--- src/hw/fetch_pkg.sv ---
`default_nettype none

package fetch_pkg;

    // byte address width of the core bus.
    localparam int addr_bits = 24;

    // memory data bus width.
    localparam int word_bits = 16;

    // word index width, 2048 words of 16 bits.
    localparam int mem_word_bits = 11;
    localparam int mem_words = 1 << mem_word_bits;

    // the prefetch window holds four bytes.
    localparam int window_bytes = 4;
    localparam int window_bits = 8 * window_bytes;

    // operand width requested by the decoder.
    typedef enum logic [1:0] {
        op_byte = 2'd0,
        op_word = 2'd1,
        op_long = 2'd2
    } op_size_t;

    // what the core presents each cycle.
    typedef struct packed {
        logic [addr_bits-1:0] pc;
        logic [addr_bits-1:0] idx_addr;
        logic                 ldram_en;
    } fetch_req_t;

    // operand size and extension mode.
    typedef struct packed {
        op_size_t size;
        logic     sign;
    } operand_req_t;

    // preload write port into the word memory.
    typedef struct packed {
        logic                     we;
        logic [mem_word_bits-1:0] addr;
        logic [word_bits-1:0]     data;
    } preload_t;

endpackage

`default_nettype wire

--- src/hw/operand_extract.sv ---
`default_nettype none

module operand_extract (
    input  logic [fetch_pkg::window_bits-1:0] window,
    input  fetch_pkg::operand_req_t           opreq,
    output logic [fetch_pkg::window_bits-1:0] operand
);
    import fetch_pkg::*;

    // fill bits for the narrow sizes.
    logic byte_fill;
    logic word_fill;

    // top bit when signed, zero otherwise.
    assign byte_fill = opreq.sign & window[7];
    assign word_fill = opreq.sign & window[15];

    always_comb begin
        case (opreq.size)
            op_byte: begin
                operand = {{24{byte_fill}}, window[7:0]};
            end
            op_word: begin
                operand = {{16{word_fill}}, window[15:0]};
            end
            default: begin
                // long, whole window.
                operand = window;
            end
        endcase
    end

endmodule

`default_nettype wire

--- config.mk ---
export PLATFORM = sky130hd
export DESIGN_NAME = operand_extract
export DESIGN_NICKNAME = d
export VERILOG_FILES = /design/src/hw/fetch_pkg.sv /design/src/hw/operand_extract.sv
export SDC_FILE = /design/constraint.sdc
export NUM_CORES = 1
export LEC_CHECK = 0
export ABC_CLOCK_PERIOD_IN_PS = 800
export BUFFER_PORTS_ARGS = -buffer_cell sky130_fd_sc_hd__buf_2
export CAP_MARGIN = 20
export CORE_MARGIN = 8
export CORE_UTILIZATION = 29
export DETAILED_ROUTE_END_ITERATION = 12
export PLACE_DENSITY_LB_ADDON = 0.05
export SLEW_MARGIN = 25
export SYNTH_ARGS = -nofsm -noshare
export SYNTH_HDL_FRONTEND = slang
export SYNTH_SLANG_ARGS = --single-unit
--- constraint.sdc ---
create_clock -name vclk -period 0.8
set_input_delay 0.08 -clock vclk [all_inputs]
set_output_delay 0.08 -clock vclk [all_outputs]
set_load 0.01 [all_outputs]
-- After elaboration in Yosys (flattened, before gate mapping)
Cells that the tools add are included.
- mux-type cells: 1
- equality and inequality tests: 1
- reductions and logical operators: 1
- bitwise gates (word level): 2
- operators by type and width (cell ; number):
    $pmux W32 S2 ; 1
    $and A1 B1 Y1 ; 2
    $eq A2 B1 Y1 const B ; 1
    $logic_not A2 Y1 ; 1
- output and inout port bits: 32
- input bits: 35
- flip-flop bits (word level): 0
- word-level logic and storage cells: 5

-- Depth between registers and ports, before layout
Gate-level depths: netlist of the first run.
- depth after elaboration: 2
- depth in mapped cells: 4
- mapped depth without buffers: 2

-- Least setup slack after synthesis of the first run
Ideal clock, no wire load.
- kind: input to output
- start point: in opreq[2] (netlist name)
- end point: out operand[21] (netlist name)
- data required time: 720 ps
- buffers on the path: 2
- cell stages on the path: 4
- arrival time: 733 ps
- slack: -13 ps
- path through: buf_6 nand2b_4 buf_2 o21ai_1
- cells in the longest elaborated chain, start to end: 2
- elaborated cells on any way between the ends: 3
- classes of those cells: eq/ne (1); mux (1); reduce/logical (1)
- ends and longest elaborated chain (element ; line ; RTL):
    start: declaration ; operand_extract.sv:5 ; input fetch_pkg::operand_req_t opreq,
    $eq A2 B1 Y1 or $logic_not A2 Y1 (tied branches) ; operand_extract.sv:19 ; case (opreq.size)
    $pmux W32 S2 * ; operand_extract.sv:19 ;
    end: declaration ; operand_extract.sv:6 ; output logic [fetch_pkg::window_bits-1:0] operand
Every way passes the cells marked *; elsewhere a longest branch is shown, timed or not.

-- Final worst setup path of the first run
- start point: in opreq[1] (netlist name)
- end point: out operand[9] (netlist name)
Same word-level chain as after synthesis.

==> results of run 1 <==
## per-layer routing
layer | wire (µm) | share of wire | vias up | GRT usage
met5 | 0 | 0 | - | 0
met3 | 227 | 0.15 | 2 | 0.03125
met4 | 4 | 0.0027 | 0 | 0.008621
li1 | - | - | 300 | -
met1 | 535 | 0.36 | 226 | 0.1014
met2 | 718 | 0.48 | 34 | 0.1897
## power by group through the flow
stage                     registers (mW)  logic (mW)  clock network (mW)
after CTS                              0       0.430                   0
final                                  0       0.447                   0
after floorplan                        0       0.250                   0
after detailed placement               0       0.407                   0
after global placement                 0       0.405                   0
after global routing                   0       0.489                   0
## layout by cell type, fill, tap and decap left out, drive strengths merged
master / instances
nand4bb: 1
nand2b: 1
mux2i: 1
o21ai: 24
buf: 59
nand2: 24
## cell families (layout without fill, tap and decap cells)
logic type,Yosys count,after routing
AND/OR/NAND/NOR,26,26
multiplexers,1,1
buffers and inverters,15,59
AO/OA/AOI/OAI,24,24
## metrics by stage
stage | hold slack [ns] | setup TNS (ns) | total power [mW]
global route | 0.1600 | -2.370 | 0.4885
finish | 0.1600 | -1.528 | 0.4471
global placement | 0.1601 | -3.687 | 0.4048
CTS | 0.1601 | -1.679 | 0.4298
detailed placement | 0.1601 | -3.828 | 0.4071
floorplan | 0.2518 | -0.07586 | 0.2501
## timing repair
action | in CTS | in global routing
hold buffers | 0 | 0
pin swaps | 1 | 0
hold endpoints to repair | 0 | 0
resized for setup | 12 | 8
setup endpoints to repair | 24 | 24
setup buffers | 1 | 0
## final cells by class
class | instances | area [µm²]
fillers | 138 | 584.3
repair buffers | 59 | 372.9
well taps | 15 | 18.77
multi-input cells | 51 | 292.8
## final timing paths
check | slack, ns | depth (start not counted) | startpoint | end
worst min-delay path | 0.16 | 0 | window[3] | operand[3]
worst max-delay path | -0.09 | 6 | opreq[1] | operand[9]
## worst max-delay path: cells and delay by family
family                 cells  cell delay (ns)
AND/OR/NAND/NOR            2             0.23
buffers and inverters      4             0.50
==> flow_summary.ini, run 1 <==
[layout]
final_cells = 125
regArea_um2 = 0
antenna_cells = 0
seq_cells = 0
clock_buffers = 0
post-route-util = 0.5394
final_nets = 147
area_growth_pct = 77.60
fin_area_um2 = 684.4
post_route_cells_drive_above_1_share = 0.6273

[floorplan]
fp.dieW_um = 52.46
start_util = 0.3037
row_count = 13
io_pins = 67
die_y_um = 52.46
dieArea_um2 = 2752
core-area_um2 = 1269

[pwr]
p_sw_uw = 217.8
ir_drop_mv = 0.2723
power.density_nw_per_um2 = 653.2
power.leakage_nw = 0.3985
internal_power_uw = 229.2
pwr-share-seq = 0
comb_power_share = 1.000
p_clk_frac = 0
p_sw_frac = 0.4873

[detailed_routing]
drcViolationCount = 0
drt-initial-drc-count = 2
via_count = 562
viasPerCell = 4.496
drt-total-wl_mm = 1.484
ant_nets = 0
routedWlPerCell_um = 11.87
first_pass_iters = 2

[timing]
tightest_slew_ns = 0.2228
fmax_mhz = 1126
final_max_slew_viol_count = 0
rsz0062_at_grt = yes
min_period_ns = 0.8880
setup_viol = 24
relSlewSlack = 0.8514
timing.final.crit_share = 1.110
worst_slack_ns = -0.08800
finalHoldViolCount = 0

[placement]
postPlaceCellArea_um2 = 619.3
dp.cells = 124
gp_congestion = 0.7322
hpwl_mm = 1.278
dp_slack_ns = -0.1819
port_buffers = 53

[hold_path]
hold_path.class = in2out

[synthesis]
synth_compound_area_frac = 0.3506
yosysMostFrequentCell = nand2_1
yosys_warnings = 0
synth_adder_area_share = 0
synth.area.top_cells = nand2_1, o21ai_0, buf_4, o21ai_2, buf_6
netlist_instances = 66
yosys-mux-area-fraction = 0.05844
ys_types = 11
synth_xor_area_frac = 0
synth_nets = 101
synthSimpleGateAreaFrac = 0.2987
synth_top_family_by_area = compound AO/OA/AOI/OAI gates
syn_area_um2 = 385.4
ys_seq_area_frac = 0
syn_avg_cell_area_um2 = 5.839
yosys-top-cells-count = nand2_1, o21ai_0, buf_4, o21ai_1, o21ai_2
synth_top_cell_by_area = nand2_1
synth_top_area_share = 0.2338

[global_route]
overflow = 0
track_usage = 0.09780
grt_pass1_wl_mm = 2.304
grt_pass1_vias = 523
antenna_found_initial = 0
grt_max_degree = 17

[outcome]
violations = setup timing
outcome = finished with violations

[setup_path]
cp.required_ns = 0.72
timing.critical_path.mode_cell = buf_12
crit_chain = buf_12 > buf_12 > nand4bb_1 > buf_6 > nand2_1 > buf_2
cp-end-kind = output port
arrival_ns = 0.81
slowest_delay_ns = 0.18
crit_fanout = 8
slowest_stage = nand4bb_1
startpoint_type = primary input
crit_type = in2out

[run]
max_cap_viol_count = 0
Power figures use the tool's default switching activity.
==> inputs of run 2 (changes only) <==
ABC_AREA = 1   (was default)
CORE_UTILIZATION = 32   (was 29)
==> flow_summary.ini, run 2 <==
[outcome]
outcome = finished with violations
violations = setup timing

[synthesis]
ys_seq_area_frac = 0
synth.area.top_cells = nand3_2, nand2_1, buf_4, buf_6, o21ai_0
syn_avg_cell_area_um2 = 6.482
yosys-top-cells-count = nand2_1, nand3_2, buf_4, o21ai_0
netlist_instances = 72
syn_area_um2 = 466.7
yosysMostFrequentCell = nand2_1
yosys_warnings = 0
ys_types = 12
synth_top_cell_by_area = nand3_2
synth_nets = 107
synth_top_area_share = 0.2574

[detailed_routing]
drcViolationCount = 0
via_count = 620
routedWlPerCell_um = 14.72
first_pass_iters = 2
drt-initial-drc-count = 2
viasPerCell = 4.662
drt-total-wl_mm = 1.958
ant_nets = 0

[layout]
multi_input_area_um2 = 460.4
nFillCells = 102
regArea_um2 = 0
post_route_cells_drive_above_1_share = 0.7627
final_cell_mix = buf_2, buf_6, nand2_1
final_nets = 155
area_growth_pct = 107.5
antenna_cells = 0
clock_buffers = 0
post-route-util = 0.7261
fin_area_um2 = 968.4
seq_cells = 0
mostFrequentLayoutCell = buf_2

[timing]
rsz0062_at_grt = yes
whs_ns = 0.1600
min_period_ns = 0.8155
tightest_slew_ns = 0.1783
finalHoldViolCount = 0
setup_viol = 20
final_max_slew_viol_count = 0
fmax_mhz = 1226
timing.final.crit_share = 1.019
worst_slack_ns = -0.01548
relSlewSlack = 0.8808

[global_route]
grt_max_degree = 17
grt_pass1_vias = 570
antenna_found_initial = 0
grt_pass1_wl_mm = 2.649
track_usage = 0.1109
overflow = 0

[setup_path]
crit_fanout = 6
slowest_delay_ns = 0.14
crit_chain = buf_8 > nor2_4 > buf_12 > nand2_8 > nand3_2 > buf_6
crit_family = buffers and inverters
crit_type = in2out
critPathBufInv = 3
arrival_ns = 0.74
cp-end-kind = output port
cp.required_ns = 0.72
slowest_stage = nor2_4
startpoint_type = primary input

[placement]
port_buffers = 53
postPlaceCellArea_um2 = 643.1
gp_congestion = 0.6506
hpwl_mm = 1.339

[floorplan]
core-area_um2 = 1334
fp.dieW_um = 54.19
dieArea_um2 = 2937
io_pins = 67
row_count = 13
die_y_um = 54.19
start_util = 0.3499

[pwr]
power.density_nw_per_um2 = 635.0
power.leakage_nw = 0.5806
total_power_uw = 614.9
ir_drop_mv = 0.3610

[cts]
ctsHoldBuffers = 0

[run]
max_cap_viol_count = 0

[hold_path]
hold_path.class = in2out
run 2: changes by cell type after synthesis, moves of 2 or more:
| cell | previous run | this run |
|---|---|---|
| nand2_4 | 0 | 2 |
| o21ai_1 | 6 | 0 |
| nor2_4 | 0 | 2 |
| inv_1 | 0 | 2 |
| o21ai_2 | 4 | 0 |
| nand3_1 | 0 | 4 |
| o21ai_0 | 14 | 8 |
| nand3_2 | 0 | 12 |
| nand2_1 | 24 | 26 |
run 2: area by class of cell:
class,instances,share of cell area
Multi-Input combinational cell,57,0.4755
Tap cell,15,0.01938
Inverter,3,0.01938
Timing Repair Buffer,58,0.4858
run 2: final timing paths:
| path | cells after the start | slack, ns | from | to |
|---|---|---|---|---|
| worst max-delay path | 6 | -0.02 | opreq[1] | operand[19] |
| worst min-delay path | 0 | 0.16 | window[3] | operand[3] |
run 2: where the power goes:
part	internal [mW]	switching [mW]	total, mW
logic	0.330	0.285	0.615
clock network	0	0	0
registers	0	0	0
total	0.330	0.285	0.615
run 2: cell families (layout without fill, tap and decap cells):
kind of cell	after synthesis	count (layout)	share of synthesized area
buffers and inverters	18	61	0.3083
and+or+nand+nor	46	49	0.6059
AOI/OAI and AO/OA	8	8	0.08579
run 2: routing by layer:
layer	routed length (µm)	vias to the layer above	global-route usage
li1	-	320	-
met1	667	264	0.1450
met2	1002	34	0.1908
met3	269	2	0.02479
met4	19	0	0
met5	0	-	0
run 2: repair_timing:
item / in CTS / in global routing
cloned: 3 / 0
pin swaps: 7 / 4
gates resized for setup: 27 / 32
setup buffers: 2 / 0
endpoints found under the setup margin: 24 / 24
run 2: through the flow:
| stage | TNS [ns] | setup WS (ns) | instances |
|---|---|---|---|
| 6_report | -0.1604 | -0.01548 | 133 |
| 5_1_grt | -0.9935 | -0.05711 | 133 |
| 4_1_cts | -0.08559 | -0.007324 | 133 |
| 3_5_place_dp | -2.573 | -0.1455 | 128 |
| 3_3_place_gp | -2.073 | -0.1096 | 128 |
| 2_1_floorplan | 0 | 0.1036 | 72 |
==> inputs of run 3 (changes only) <==
PLACE_DENSITY = 0.85   (was default)
PLACE_DENSITY_LB_ADDON = default   (was 0.05)
SLEW_MARGIN = default   (was 25)
==> flow_summary.ini, run 3 (same netlist as run 2, synthesis figures left out) <==
[detailed_routing]
first_pass_iters = 1
drt-initial-drc-count = 0
drcViolationCount = 0
via_count = 652
routedWlPerCell_um = 14.91
drt-total-wl_mm = 2.013
ant_nets = 0
viasPerCell = 4.830

[setup_path]
crit_family = buffers and inverters
path_depth = 6
slowest_stage = buf_12
arrival_ns = 0.74
crit_fanout = 6
cp-end-kind = output port
crit_chain = buf_8 > nor2_4 > buf_12 > nand2_8 > nand3_4 > buf_6
startpoint_type = primary input
slowest_delay_ns = 0.15
cp.required_ns = 0.72
crit_type = in2out
worstSetupStartpoint = opreq[1]
critPathBufInv = 3

[layout]
area_growth_pct = 98.12
nFillCells = 120
mostFrequentLayoutCell = buf_2
clock_buffers = 0
final_nets = 157
seq_cells = 0
post_route_cells_drive_above_1_share = 0.7333
regArea_um2 = 0
antenna_cells = 0
final_cell_mix = buf_2, nand2_1, buf_6
final_cells = 135
multi_input_area_um2 = 434.2

[timing]
relSlewSlack = 0.8819
worst_slack_ns = -0.01909
final_max_slew_viol_count = 0
rsz0062_at_grt = yes
setup_viol = 23
min_period_ns = 0.8191
fmax_mhz = 1221
tns_ns = -0.2855
tightest_slew_ns = 0.1771
finalHoldViolCount = 0
timing.final.crit_share = 1.024

[floorplan]
core-area_um2 = 1334
die_y_um = 54.19
io_pins = 67
dieArea_um2 = 2937
fp.dieW_um = 54.19
row_count = 13
start_util = 0.3499

[outcome]
outcome = finished with violations
violations = setup timing

[global_route]
overflow = 0
antenna_found_initial = 0
track_usage = 0.1217
grt_pass1_wl_mm = 2.870
grt_pass1_vias = 659
grt_max_degree = 17

[pwr]
power.leakage_nw = 0.5895
power.density_nw_per_um2 = 633.7
ir_drop_mv = 0.3506
total_power_uw = 586.0

[placement]
dp.cells = 129
gp_congestion = 0.6429
hpwl_mm = 1.386
port_buffers = 53
dp_slack_ns = -0.1127

[hold_path]
hold_depth = 0
min_from = window[4]
hold_path.class = in2out

[cts]
ctsHoldBuffers = 0

[run]
max_cap_viol_count = 0
==> run 3: cell count changes in the layout (fill, tap and decap cells not counted), sizes merged <==
| cell | previous run | this run |
|---|---|---|
| clkinv | 1 | 0 |
| inv | 2 | 3 |
| nand2 | 31 | 32 |
| buf | 58 | 59 |
==> run 3: path summary, 6_finish.rpt <==
kind                           to  slack (ns)
worst max-delay path  operand[24]       -0.02
worst min-delay path   operand[4]        0.16
==> run 3: layout make-up <==
| cell class | count | share of cell area |
|---|---|---|
| Inverter | 3 | 0.01759 |
| Multi-Input combinational cell | 58 | 0.4696 |
| Tap cell | 15 | 0.02030 |
| Timing Repair Buffer | 59 | 0.4926 |
==> run 3: layer usage <==
layer  up-vias  global-route usage  share of wire
met5         -                   0              0
li1        327                   -              -
met4         0            0.008197          0.015
met3         4             0.01653           0.13
met2        36              0.2405           0.51
met1       285              0.1374           0.35
==> run 3: repair_timing <==
action | CTS | global route
pin swaps | 3 | 3
setup endpoints to repair | 24 | 24
gates cloned | 4 | 0
setup buffers | 2 | 0
hold endpoints to repair | 0 | 0
resized for setup | 12 | 30
==> run 3: stage by stage <==
step	util	hold WS, ns	cell area [µm²]
after floorplan	-	0.2518	466.7
after global placement	0.4878	0.1601	650.6
after detailed placement	0.4878	0.1601	650.6
after CTS	0.5722	0.1601	763.2
after global routing	0.6932	0.1600	924.6
final	0.6932	0.1600	924.6
==> run 3: where the power goes <==
| group | internal, mW | total, mW | switching [mW] |
|---|---|---|---|
| Sequential | 0 | 0 | 0 |
| Combinational | 0.311 | 0.586 | 0.275 |
| Clock | 0 | 0 | 0 |
| Total | 0.311 | 0.586 | 0.275 |
