--- src/hw/fetch_pkg.sv ---
`default_nettype none

package fetch_pkg;

    // byte address width of the core bus.
    localparam int addr_bits = 24;

    // memory data bus width.
    localparam int word_bits = 16;

    // word index width, 2048 words of 16 bits.
    localparam int mem_word_bits = 11;
    localparam int mem_words = 1 << mem_word_bits;

    // the prefetch window holds four bytes.
    localparam int window_bytes = 4;
    localparam int window_bits = 8 * window_bytes;

    // operand width requested by the decoder.
    typedef enum logic [1:0] {
        op_byte = 2'd0,
        op_word = 2'd1,
        op_long = 2'd2
    } op_size_t;

    // what the core presents each cycle.
    typedef struct packed {
        logic [addr_bits-1:0] pc;
        logic [addr_bits-1:0] idx_addr;
        logic                 ldram_en;
    } fetch_req_t;

    // operand size and extension mode.
    typedef struct packed {
        op_size_t size;
        logic     sign;
    } operand_req_t;

    // preload write port into the word memory.
    typedef struct packed {
        logic                     we;
        logic [mem_word_bits-1:0] addr;
        logic [word_bits-1:0]     data;
    } preload_t;

endpackage

`default_nettype wire

--- src/hw/byte_window_cache.sv ---
`default_nettype none

module byte_window_cache (
    input  logic                                clk,
    input  logic                                rst,
    input  logic                                cen,
    input  fetch_pkg::fetch_req_t               req,
    output logic [fetch_pkg::addr_bits-1:0]     ram_addr,
    input  logic [fetch_pkg::word_bits-1:0]     ram_dout,
    output logic [fetch_pkg::window_bits-1:0]   window,
    output logic                                rdy
);
    import fetch_pkg::*;

    // window state.
    logic [window_bytes-1:0][7:0] win_q;
    logic [addr_bits-1:0]         base_addr;
    logic [window_bytes-1:0]      valid;
    logic [window_bytes-1:0]      pending;

    // request decode.
    logic [addr_bits-1:0]         req_addr;
    logic [addr_bits-1:0]         delta;
    logic                         filling;
    logic                         miss;
    logic                         reuse1;
    logic                         reuse2;
    logic                         reuse3;

    // per-byte fill steering.
    logic [window_bytes-1:0]      lane_hit;
    logic [window_bytes-1:0][7:0] lane_byte;

    // data loads take the indexed address.
    assign req_addr = req.ldram_en ? req.idx_addr : req.pc;
    assign delta    = req_addr - base_addr;

    // ready needs a full window at the right base.
    assign rdy     = &valid && (base_addr == req_addr);
    assign filling = |pending;
    // a new request is only looked at once the fill is done.
    assign miss    = !filling && !rdy;

    // forward steps that keep some of the old bytes.
    assign reuse1 = miss && (delta == addr_bits'(1)) && (&valid[3:1]);
    assign reuse2 = miss && (delta == addr_bits'(2)) && (&valid[3:2]);
    assign reuse3 = miss && (delta == addr_bits'(3)) && valid[3];

    assign window = win_q;

    // a pending byte fills when its word is on the bus.
    always_comb begin
        logic [addr_bits-1:0] byte_addr;
        for (int k = 0; k < window_bytes; k++) begin
            byte_addr    = base_addr + addr_bits'(k);
            lane_hit[k]  = pending[k] &&
                           (byte_addr[addr_bits-1:1] == ram_addr[addr_bits-1:1]);
            // odd bytes sit in the upper lane.
            lane_byte[k] = byte_addr[0] ? ram_dout[15:8] : ram_dout[7:0];
        end
    end

    // control state.
    always_ff @(posedge clk or posedge rst) begin
        if (rst) begin
            ram_addr  <= '0;
            base_addr <= '0;
            valid     <= '0;
            pending   <= '0;
        end else if (cen) begin
            if (filling) begin
                // zero wait states, one word per cycle.
                ram_addr <= ram_addr + addr_bits'(2);
                valid    <= valid | lane_hit;
                pending  <= pending & ~lane_hit;
            end else if (miss) begin
                base_addr <= req_addr;
                if (reuse1) begin
                    // only the top byte is new.
                    ram_addr <= req_addr + addr_bits'(3);
                    valid    <= 4'b0111;
                    pending  <= 4'b1000;
                end else if (reuse2) begin
                    ram_addr <= req_addr + addr_bits'(2);
                    valid    <= 4'b0011;
                    pending  <= 4'b1100;
                end else if (reuse3) begin
                    ram_addr <= req_addr + addr_bits'(1);
                    valid    <= 4'b0001;
                    pending  <= 4'b1110;
                end else begin
                    // far jump, reload everything.
                    ram_addr <= req_addr;
                    valid    <= '0;
                    pending  <= '1;
                end
            end
        end
    end

    // window bytes.
    always_ff @(posedge clk) begin
        if (cen) begin
            if (filling) begin
                for (int k = 0; k < window_bytes; k++) begin
                    if (lane_hit[k]) begin
                        win_q[k] <= lane_byte[k];
                    end
                end
            end else if (reuse1) begin
                win_q <= {8'h00, win_q[3:1]};
            end else if (reuse2) begin
                win_q <= {16'h0000, win_q[3:2]};
            end else if (reuse3) begin
                // kept byte moves to lane 0.
                win_q <= {24'h000000, win_q[3]};
            end
        end
    end

endmodule

`default_nettype wire

--- config.mk ---
export PLATFORM = sky130hd
export DESIGN_NAME = byte_window_cache
export DESIGN_NICKNAME = d
export VERILOG_FILES = /design/src/hw/fetch_pkg.sv /design/src/hw/byte_window_cache.sv
export SDC_FILE = /design/constraint.sdc
export NUM_CORES = 1
export LEC_CHECK = 0
export ABC_AREA = 1
export BUFFER_PORTS_ARGS = -buffer_cell sky130_fd_sc_hd__buf_2
export CELL_PAD_IN_SITES_DETAIL_PLACEMENT = 0
export CELL_PAD_IN_SITES_GLOBAL_PLACEMENT = 1
export CORE_UTILIZATION = 40
export DETAILED_ROUTE_END_ITERATION = 10
export PLACE_DENSITY_LB_ADDON = 0.1
export SLEW_MARGIN = 20
export SYNTH_ARGS = -nofsm -noshare
export SYNTH_HDL_FRONTEND = slang
export SYNTH_SLANG_ARGS = --single-unit
--- constraint.sdc ---
create_clock -name clk -period 4.11 [get_ports clk]
set_input_delay 0.822 -clock clk [delete_from_list [all_inputs] [get_ports clk]]
set_output_delay 0.822 -clock clk [all_outputs]
set_load 0.005 [all_outputs]
==> After elaboration in Yosys (flattened, before gate mapping) <==
Index checks and enable logic that the tools add are counted.
{ "classes": {"reduce_logical": 26, "addsub": 8, "muxes": 28, "eq_ne": 12, "bitwise": 4} }
{ "ops": {"columns": ["cell", "n"], "rows": [
  ["two-way mux 24 bit", 6],
  ["two-way mux 32 bit", 4],
  ["adder 24 x 2 -> 24 bit, second input constant", 5],
  ["== test 23 bit", 4],
  ["two-way mux 8 bit", 8],
  ["adder 24 x 1 -> 24 bit, second input constant", 2],
  ["== test 24 x 2 -> 1 bit, second input constant", 2],
  ["== test 24 x 1 -> 1 bit, second input constant", 1],
  ["== test 24 bit", 1],
  ["subtractor 24 bit", 1],
  ["AND reduction 3 bit", 6],
  ["two-way mux 4 bit", 4],
  ["logical AND 1 bit", 12],
  ["!= test 2 x 1 -> 1 bit, second input constant", 4],
  ["two-way mux 3 bit", 2],
  ["AND 4 bit", 1],
  ["two-way mux 2 bit", 2],
  ["NOT 4 bit", 1],
  ["bitwise OR 4 bit", 1],
  ["AND reduction 2 bit", 2],
  ["AND reduction 4 bit", 1],
  ["nonzero test 4 bit", 1],
  ["OR reduction 4 bit", 1],
  ["logical NOT 1 bit", 2],
  ["3 further kinds", 4]
]} }
{ "word_totals": {"register_bits": 88, "inputBits": 68, "output_inout_bits": 57, "elab_cells": 86} }

==> Longest topological paths before layout <==
Gate-level depths: netlist (run 1).
{ "logic_depth": {"ltp_word": 12, "mapped_depth": 29, "ltp_nobuf": 27} }

==> Worst setup path after synthesis (run 1) <==
Ideal clock, no wire load.
{ "synth_path": {"kind": "input-to-reg", "startpoint": "input port req[0] in the netlist's numbering", "endpoint": "register win_q (netlist bit window[0]), enable pin", "stages": 21, "n_path_buf": 3, "path_slack_ns": -0.292, "setup_ns": 0.375, "t_required_ns": 3.735, "arrival_ns": 4.026, "cell_sequence": "buf_2 -> buf_6 -> buf_2 -> o21ai_0 -> inv_1 -> ha_1 -> nand2_1 -> nor2_1 -> and2_1 -> nand3_1 -> nand4_1 -> nand2_1 -> nor2_2 -> nand2_2 -> nor2_8 -> nand2_2 -> nand2_4 -> inv_2 -> nand3_1 -> nand2_1 -> a21oi_1"} }
{ "synth_via": {"elab_chain_cells": 9, "elab_cells_between_ends": 17, "cone_classes": "1 x add/sub; 4 x eq/ne; 1 x mux; 11 x reduce/logical"} }
{ "synth_lines": {"columns": ["element", "line", "text"], "rows": [
  ["start, declared", "byte_window_cache.sv:7", "input fetch_pkg::fetch_req_t req,"],
  ["two-way mux 24 bit (*)", "byte_window_cache.sv:35", "assign req_addr = req.ldram_en ? req.idx_addr : req.pc;"],
  ["net req_addr[18]", "byte_window_cache.sv:22", "logic [addr_bits-1:0] req_addr;"],
  ["branches (longest 6 deep; another with subtractor 24 bit)", null, null],
  ["nonzero test 4 bit (no line) (*)", null, null],
  ["AND reduction 3 bit (no line) (*)", null, null],
  ["end signal, assigned by index", "byte_window_cache.sv:107", "win_q[k] <= lane_byte[k];"],
  ["end signal, assigned", "byte_window_cache.sv:111", "win_q <= {8'h00, win_q[3:1]};"],
  ["end signal, assigned", "byte_window_cache.sv:113", "win_q <= {16'h0000, win_q[3:2]};"],
  ["end, declared", "byte_window_cache.sv:16", "logic [window_bytes-1:0][7:0] win_q;"]
]} }
Mark *: on every way through the listed nets, which the timed path passes.
A chain may end at the register's enable or synchronous reset.

==> Worst setup path in the final report (run 1) <==
{ "layout_path": {"startpoint": "input port req[0] in the netlist's numbering", "endpoint": "register ram_addr[18] in the netlist's numbering"} }
{ "layout_via": {"elab_chain_cells": 12, "elab_cells_between_ends": 25, "cone_classes": "4 x add/sub; 4 x eq/ne; 6 x mux; 11 x reduce/logical"} }
{ "layout_lines": {"columns": ["element", "line", "text"], "rows": [
  ["two-way mux 24 bit (*)", "byte_window_cache.sv:35", null],
  ["net req_addr[5]", "byte_window_cache.sv:22", null],
  ["branches (longest 11 deep; another with subtractor 24 bit)", null, null],
  ["end signal, assigned", "byte_window_cache.sv:73", "ram_addr <= ram_addr + addr_bits'(2);"],
  ["end signal, assigned", "byte_window_cache.sv:80", "ram_addr <= req_addr + addr_bits'(3);"],
  ["end signal, assigned", "byte_window_cache.sv:84", "ram_addr <= req_addr + addr_bits'(2);"],
  ["end, declared", "byte_window_cache.sv:8", "output logic [fetch_pkg::addr_bits-1:0] ram_addr,"]
]} }
Mark *: on every way through the listed nets, which the timed path passes. The select of a mux whose other input is x is not followed.

==> flow_summary.yaml, run 1 <==
layout:
  fin_nets: 2078
  drive_gt1_share_pct: 20.4
  final_common_cell: "nand2_1"
  final_area_um2: 12900
  syn_to_final_growth_pct: 24.5
  stdcell_count: 2313
  most-common-layout-cells: "nand2_1 (495), inv_1 (288), nor2_1 (163)"
routing:
  ant_nets: 0
  routed_wl_um: 43500
  vias: 12100
  wl_per_cell_um: 18.8
  viasPerCell: 5.21
  drt-pass1-iter-count: 6
  drt_iter0_drc: 947
  route.detailed.drc: 0
die:
  core_area_um2: 25300
  dieHeight_um: 163
  core.rowCount: 58
  die_x_um: 163
  ioPinCount: 125
  fp.dieArea_um2: 26500
  start_util_pct: 41.0
power_and_ir_drop:
  p_per_area_nw_per_um2: 578
  switching_share_pct: 54.0
  power_frac_seq_pct: 23.5
  peakVddDrop_uv: 310
  p_leak_nw: 6.63
  netSwitchingPower_w: 0.00402
  p_int_w: 0.00343
  p_comb_share_pct: 65.7
  pwr-share-clk_pct: 10.9
timing:
  layout_min_cycle_time_ns: 3.90
  setup-violations-final: 0
  finalClockSkew_ns: 0.0115
  slew_headroom_pct: 49.2
  fmax_ghz: 0.256
  tightestPinTransition_ns: 0.759
  rsz0062_at_grt: "no"
  hold_violations: 0
  setup_ws_ns: 0.206
  maxSlewViolCount: 0
  post-route-period-util_pct: 95.0
grt:
  grt_pass1_vias: 11100
  overflow: 0
  grt_max_degree: 47
  grt_first_pass_wirelength_um: 64600
  grt_use_total_pct: 32.8
  antenna_found_initial: 3
worst_hold_path:
  hold_class: "primary input to async pin"
worst_setup_path:
  cp_max_fo: 29
  cp.required_ns: 4.36
  crit_path_start_kind: "primary input"
  arrival_ns: 4.16
  end_kind: "flop"
  rr_worst_depth: 14
  critPathKind: "primary input to flop"
  r2r-end: "window[19]"
  crit-reg2reg-launch: "base_addr[1]"
  r2r_slack_ns: 0.36
synthesis:
  ys_seq_area_share_pct: 22.8
  yosys_warnings: 0
  netlist_instances: 1729
  synth-edff-count: 32
  ys.flop_type: "dfrtp_1"
  ys_types: 54
  syn-cell-area_um2: 10400
  syn_avg_cell_area_um2: 5.99
  syn-num-nets: 1831
  ys_ff_latch: 88
  synthArstFlopShare_pct: 63.6
place:
  gp_congestion: 1.01
  post-place-ws_ns: -0.573
  io_buffer_count: 124
  dp_hpwl_um: 36200
  place_inst: 2295
  place_area_um2: 12400
clock_network:
  cts_tree: "done"
  cts_buffers: 9
  root_buffer: "clkbuf_16"
  ctsLongestPathBuffers: 2
  cts.sinks: 88
  post_cts_buffers: 0
  clk_latency_ns: 0.36
  path_clk_slew_ns: 0.08
  h-tree-depth: 3
outcome:
  outcome: "finished, final reports clean"
job:
  cap_viol_max_count: 0
power by group through the flow:
stage	combinational [W]	clock, W	sequential, W
after floorplan	0.00301	0	0.00151
after CTS	0.00470	0.000813	0.00174
after global routing	0.00538	0.000849	0.00177
after detailed placement	0.00467	0	0.00175
final	0.00489	0.000809	0.00175
after global placement	0.00468	0	0.00175
registers in the layout (all words and copies together), names as in the netlist:
name,count
ram_addr,24
pending,4
valid,4
window,32
base_addr,24
cells in the mapped netlist (14+ instances only):
cell      count  area share, %
a21oi_1      62            3.0
clkbuf_1     24           0.87
dfrtp_1      56             14
edfxtp_1     32            9.3
ha_1         33            4.0
inv_1       293             11
nand2_1     499             18
nand3_1     140            6.8
nand4_1      47            2.8
nor2_1      170            6.2
nor2_2       20            1.2
nor3_1       23            1.1
nor4_1       15           0.91
o21ai_0     108            5.2
o21ai_1      14           0.68
xnor2_1      18            1.5
xor2_1       67            5.7
per-stage QoR:
stage	setup TNS [ns]	total power (W)	util, %	hold slack, ns
5_1_grt	0	0.00799	51.0	0.563
3_3_place_gp	-38.87	0.00642	49.2	0.512
3_5_place_dp	-38.24	0.00642	49.2	0.520
6_report	0	0.00745	51.0	0.532
4_1_cts	0	0.00726	50.3	0.543
2_1_floorplan	-0.453	0.00452	-	0.463
layer usage:
metal / up-vias / track usage [%] / part of all wire, % / wire length, µm
met4: 2 / 18.0 / 5.3 / 2290
met3: 97 / 5.78 / 8.0 / 3480
met5: - / 0 / 0.021 / 9
met1: 5449 / 41.9 / 42 / 18400
li1: 6021 / - / - / -
met2: 486 / 52.3 / 44 / 19300
worst max-delay path, stage by stage:
cell and delay, ns:
buf_8 0.16, buf_4 0.15, nand2_1 0.05, o21ai_0 0.17
inv_1 0.21, ha_4 0.33, nand2_1 0.08, nor2_1 0.15
buf_4 0.13, nand3_1 0.15, nand3_2 0.14, nand2_1 0.05
nand2_1 0.07, nand2_1 0.11, nor2_2 0.16, nand3_4 0.12
buf_4 0.15, clkinv_2 0.08, nand3_4 0.09, inv_2 0.18
o21ai_1 0.13, nand2_1 0.09, nand2_1 0.04, nand2_1 0.14
nand2_1 0.07, nand2_1 0.08, nand2_1 0.04
cell families (layout without fill, tap and decap cells):
logic type	Yosys count	after routing	share of synthesized area (%)
other cells	0	2	0
xor+xnor	85	85	7.19
fa+ha+maj	34	34	4.18
simple gates	959	959	41.2
flops	88	88	22.8
buf+inv	347	599	13.3
compound gates	216	216	11.3
cell type report:
cell class | instances | area [µm²]
Multi-Input combinational cell | 1294 | 6810
Tap cell | 330 | 413
Antenna cell | 2 | 5.00
Inverter | 304 | 1140
Clock buffer | 9 | 225
Clock inverter | 7 | 58.8
Fill cell | 2695 | 12400
Timing Repair Buffer | 279 | 1870
Sequential cell | 88 | 2360
timing repair:
item / CTS / global route
hold buffers: 0 / 0
gates resized for setup: 5 / 41
hold endpoints to repair: 0 / 0
setup endpoints to repair: 73 / 77
how the worst max path moves through the flow:
| stage | start | cells after the start | end |
|---|---|---|---|
| after floorplan | req[0] | 21 | window[10] |
| after global placement | req[0] | 22 | window[0] |
| after detailed placement | req[0] | 22 | window[0] |
| after CTS | req[0] | 20 | window[3] |
| after global routing | req[0] | 27 | ram_addr[13] |
| final | req[0] | 27 | ram_addr[18] |
Note: power is estimated with default switching activity, not from simulation.
==> run 2, diff against run 1 <==
Settings changed: CORE_ASPECT_RATIO from default to 0.8.
==> run 2 against run 1 <==
  * Total power is 1.1% higher
  * Global-route usage is 0.63 points higher
  * Clock power is 3.5% higher
  * Clock skew is 0.0041 ns higher
  * Sequential power hardly changed
  * Register-to-register slack better by 0.28 ns
  * Count of clock-buffer cells in the layout stayed put
  * Hold slack worse by 0.026 ns
  * Core utilization is 0.13 points higher
  * Non-clock buffer count is 2 higher
==> flow_summary.yaml, run 2 (synthesis results as in run 1) <==
worst_setup_path:
  cp.required_ns: 4.19
  crit_path_start_kind: "primary input"
  arrival_ns: 3.97
  critPathKind: "primary input to flop"
  cp_max_fo: 23
  end_kind: "flop"
  rr_worst_depth: 13
clock_network:
  cts_tree: "done"
  cts.sinks: 88
  ctsLongestPathBuffers: 2
  path_clk_slew_ns: 0.07
  postCtsHoldBufs: 0
  cts_buffers: 9
  clk_latency_ns: 0.36
  root_buffer: "clkbuf_16"
  h-tree-depth: 3
die:
  ioPinCount: 125
  die_x_um: 182
  fp.dieArea_um2: 26500
  core_area_um2: 25400
  start_util_pct: 40.8
  core.rowCount: 52
  dieHeight_um: 146
grt:
  grt_use_total_pct: 33.4
  grt_max_degree: 42
  overflow: 0
  grt_pass1_vias: 11200
  antenna_found_initial: 3
  grt_first_pass_wirelength_um: 66300
layout:
  final_common_cell: "nand2_1"
  drive_gt1_share_pct: 20.8
  fin_nets: 2080
  syn_to_final_growth_pct: 25.4
  largest_register_ffs: 32
  most-common-layout-cells: "nand2_1 (494), inv_1 (287), nor2_1 (161)"
  stdcell_count: 2310
routing:
  wl_per_cell_um: 19.2
  drt_iter0_drc: 1447
  wl_met2_um: 17900
  route.detailed.drc: 0
  vias: 12300
  viasPerCell: 5.31
  ant_nets: 0
  dr_wl_met3_um: 4630
  top_layer_used: "met4"
  wl_met1_um: 20900
  routed_wl_um: 44400
  drt-pass1-iter-count: 7
timing:
  fmax_ghz: 0.257
  tightestPinTransition_ns: 1.01
  slew_headroom_pct: 32.5
  fin_hold_ws_ns: 0.506
  layout_min_cycle_time_ns: 3.89
  post-route-period-util_pct: 94.7
  finalSetupTns_ns: 0
  setup-violations-final: 0
  finalClockSkew_ns: 0.0156
  setup_ws_ns: 0.219
  hold_violations: 0
  rsz0062_at_grt: "no"
  maxSlewViolCount: 0
place:
  io_buffer_count: 124
  gp_congestion: 1.02
  place_inst: 2291
  post-place-ws_ns: -0.511
  dp_hpwl_um: 37000
power_and_ir_drop:
  power_frac_seq_pct: 23.5
  peakVddDrop_uv: 339
  netSwitchingPower_w: 0.00407
  p_leak_nw: 6.67
  switching_share_pct: 54.1
  p_per_area_nw_per_um2: 580
  p_comb_share_pct: 65.3
  pwr-share-clk_pct: 11.1
  p_int_w: 0.00346
worst_hold_path:
  hold_path_depth: 2
  hold_class: "flop to flop"
job:
  cap_viol_max_count: 0
outcome:
  outcome: "finished, final reports clean"
-- run 2: changes by cell type in the layout (fill, tap and decap cells not counted), moves of 3 or more --
cell | previous run | this run
buf_12 | 6 | 11
buf_4 | 148 | 144
inv_6 | 4 | 0
nor2_2 | 25 | 28
o21ai_1 | 21 | 18
o21ai_2 | 3 | 6
-- run 2: critical path: stages --
cell and delay [ns]:
buf_8 0.14, buf_4 0.15, o21ai_0 0.17, buf_4 0.19, inv_1 0.05, ha_2 0.29
buf_4 0.14, nand2_2 0.08, inv_2 0.04, nand2_1 0.07, nand3_1 0.20, xor2_1 0.22
inv_1 0.07, nand2_1 0.06, nor2_2 0.16, nand3_1 0.12, nor2_2 0.16, nand2_2 0.10
nand2_4 0.07, inv_2 0.04, nand3_1 0.15, nand2_2 0.12, a21oi_2 0.18, buf_12 0.16
-- run 2: cell type report --
class                           instances  area, µm²
Multi-Input combinational cell       1294       6810
Tap cell                              324        405
Antenna cell                            3       7.51
Sequential cell                        88       2360
Inverter                              304       1140
Timing Repair Buffer                  281       1960
Clock inverter                          7       75.1
Clock buffer                            9        225
Fill cell                            2649      12400
-- run 2: worst paths after layout --
path / to / startpoint / slack (ns)
worst min-delay path: ram_addr[0] / ram_addr[0] / 0.51
worst max register to register: window[24] / base_addr[1] / 0.64
worst min register to register: ram_addr[0] / ram_addr[0] / 0.51
max in group asynchronous: base_addr[1] / rst / 2.68
min in group asynchronous: ram_addr[21] / rst / 0.65
worst max-delay path: window[24] / req[0] / 0.22
-- run 2: layer usage --
metal	track usage (%)	up-vias
met1	50.5	5646
met2	47.9	528
met4	7.39	0
met5	0	-
met3	7.36	59
li1	-	6024
-- run 2: metrics by stage --
stage | util [%] | cell area [µm²] | power, W
after floorplan | - | 10400 | 0.00452
after global placement | 49.2 | 12500 | 0.00643
after detailed placement | 49.2 | 12500 | 0.00644
after CTS | 50.4 | 12800 | 0.00730
after global routing | 51.1 | 13000 | 0.00807
final | 51.2 | 13000 | 0.00753
-- run 2: what timing repair did --
action                     4_1_cts  5_1_grt
setup endpoints to repair       63       76
gates resized for setup          3       52
gates cloned                     0        0
setup buffers                    0        0
-- run 2: power groups by stage --
stage | logic (W) | registers, W | clock network, W
floorplan | 0.00301 | 0.00151 | 0
global placement | 0.00467 | 0.00176 | 0
detailed placement | 0.00468 | 0.00176 | 0
CTS | 0.00471 | 0.00174 | 0.000849
global route | 0.00541 | 0.00179 | 0.000881
finish | 0.00492 | 0.00177 | 0.000837
==> run 3, diff against run 2 <==
Settings changed: CAP_MARGIN from default to 15, CORE_UTILIZATION 40 to 24, MAX_ROUTING_LAYER from default to met4.
==> run 3 against run 2 <==
  * The flow now finishes with violations (design-rule violations)
  * Clock power up 4.8%
  * Total power is 5.1% higher
  * Core utilization shrank 19 points
  * Final cell count grew 11%
  * Clock skew increased by 0.0018 ns
  * Die area grew 66%
  * Register-to-register slack got worse by 0.24 ns
  * Sequential cell count stayed put
  * Design area up 4.2%
  * Count of clock-buffer cells in the layout did not move
  * Global-route usage fell by 9.3 points
  * Worst setup slack better by 0.020 ns
  * Largest cell class unchanged
==> flow_summary.yaml, run 3 (synthesis results as in run 1) <==
layout:
  n_fill_cell: 4868
  largest_register_ffs: 32
  most-common-layout-cells: "nand2_1 (490), inv_1 (289), buf_4 (174)"
  final_common_cell: "nand2_1"
  syn_to_final_growth_pct: 30.7
  fin_nets: 2111
  drive_gt1_share_pct: 22.3
clock_network:
  cts.sinks: 88
  ctsLongestPathBuffers: 2
  cts_tree: "done"
  cts_buffers: 9
  h-tree-depth: 3
  path_clk_slew_ns: 0.08
  root_buffer: "clkbuf_16"
  clk_latency_ns: 0.37
timing:
  setup-violations-final: 0
  finalClockSkew_ns: 0.0175
  slew_headroom_pct: 28.3
  fin_hold_ws_ns: 0.464
  maxSlewViolCount: 0
  rsz0062_at_grt: "no"
  setup_ws_ns: 0.239
  post-route-period-util_pct: 94.2
  fmax_ghz: 0.258
  hold_violations: 0
  tightestPinTransition_ns: 1.07
  layout_min_cycle_time_ns: 3.87
worst_setup_path:
  critPathKind: "primary input to flop"
  end_kind: "flop"
  arrival_ns: 4.12
  cp.required_ns: 4.36
  crit_path_start_kind: "primary input"
  r2r_slack_ns: 0.40
  crit-reg2reg-launch: "base_addr[0]"
  cp_max_fo: 21
  rr_worst_depth: 15
  r2r-end: "window[29]"
routing:
  drt-pass1-iter-count: 11
  drt_iter0_drc: 871
  wl_per_cell_um: 19.8
  route.detailed.drc: 2
  vias: 12100
  routed_wl_um: 50900
  viasPerCell: 4.72
  ant_nets: 0
job:
  cap_viol_max_count: 0
grt:
  grt_max_degree: 40
  grt_use_total_pct: 24.2
  antenna_found_initial: 1
  overflow: 0
  grt_pass1_vias: 11700
  grt_first_pass_wirelength_um: 75600
power_and_ir_drop:
  pwr-share-clk_pct: 11.1
  peakVddDrop_uv: 287
  p_comb_share_pct: 66.8
  power_frac_seq_pct: 22.1
  p_per_area_nw_per_um2: 584
  p_int_w: 0.00362
  switching_share_pct: 54.2
  netSwitchingPower_w: 0.00429
  p_leak_nw: 6.83
die:
  die_x_um: 234
  fp.dieArea_um2: 44000
  dieHeight_um: 188
  ioPinCount: 125
  start_util_pct: 24.5
  core.rowCount: 67
  core_area_um2: 42300
place:
  dp_hpwl_um: 43600
  io_buffer_count: 124
  post-place-ws_ns: -0.699
  gp_congestion: 0.947
outcome:
  outcome: "complete, but fails checks"
  violations: "design-rule violations"
worst_hold_path:
  hold_class: "primary input to async pin"
-- run 3: cell count changes in the layout (fill, tap and decap cells not counted), moves of 3 or more --
cell,delta
nand2_1,-4
buf_4,+30
nor2_4,+4
nand2_2,+4
ha_4,-3
a21oi_1,-3
a21oi_2,+3
o21ai_2,-4
-- run 3: worst max path at each step --
stage	startpoint	end	slack, ns	depth (start not counted)
2_1_floorplan	req[0]	window[10]	-0.01	21
3_3_place_gp	req[0]	ram_addr[18]	-0.77	25
3_5_place_dp	req[0]	ram_addr[18]	-0.70	25
4_1_cts	req[0]	ram_addr[23]	0.04	26
5_1_grt	req[0]	ram_addr[12]	0.02	29
6_report	req[0]	ram_addr[13]	0.24	28
-- run 3: area by class of cell --
class / instances / area, µm² / share of cell area, %
diodes: 1 / 2.50 / 0.0185
clock buffers: 9 / 225 / 1.66
clock inverters: 7 / 80.1 / 0.592
inverters: 304 / 1140 / 8.46
multi-input cells: 1294 / 6840 / 50.6
flip-flops and latches: 88 / 2360 / 17.5
well taps: 552 / 691 / 5.10
repair buffers: 312 / 2190 / 16.1
-- run 3: what timing repair did --
action                                  4_1_cts  5_1_grt
buffers inserted                              0        1
endpoints found under the setup margin       78       77
cloned                                        0        0
hold buffers                                  0        0
resized for setup                            15       53
-- run 3: stage by stage --
step / instance area, µm² / utilization [%] / cells / TNS (ns) / power (W)
6_report: 13500 / 32.0 / 2567 / 0 / 0.00791
4_1_cts: 13300 / 31.6 / 2565 / 0 / 0.00776
3_5_place_dp: 13000 / 30.7 / 2549 / -47.30 / 0.00684
2_1_floorplan: 10400 / - / 1729 / -0.453 / 0.00452
5_1_grt: 13500 / 32.0 / 2567 / 0 / 0.00857
3_3_place_gp: 13000 / 30.7 / 2549 / -52.99 / 0.00688
-- run 3: metal layers --
layer / routed length [µm] / track usage [%] / up-vias / part of all wire, %
li1: - / - / 6096 / -
met5: 0 / - / - / 0
met1: 26900 / 36.6 / 5635 / 53
met4: 735 / 4.62 / 0 / 1.4
met3: 2820 / 3.92 / 42 / 5.5
met2: 20500 / 33.0 / 333 / 40
-- run 3: worst max-delay path, cell delays in order --
cell	delay [ns]
buf_8	0.14
buf_6	0.14
nand2_1	0.05
o21ai_0	0.09
buf_4	0.18
ha_1	0.22
fa_2	0.37
inv_1	0.10
buf_4	0.12
nand2_1	0.07
nand3_2	0.13
nand2_1	0.09
nand3_1	0.08
nand2_1	0.08
nor2_2	0.15
nand3_4	0.12
buf_4	0.15
clkinv_2	0.06
nand3_2	0.11
buf_4	0.17
nand2_1	0.15
nand2_1	0.10
nand2_1	0.08
nand2_1	0.04
nand2_1	0.09
nand2_1	0.06
nand2_1	0.08
nand2_1	0.04
-- run 3: power groups by stage --
stage,Sequential (W),Clock (W),Combinational (W)
final,0.00175,0.000877,0.00529
after global routing,0.00178,0.000936,0.00585
after CTS,0.00174,0.000900,0.00512
after detailed placement,0.00176,0,0.00508
after global placement,0.00176,0,0.00511
after floorplan,0.00151,0,0.00301
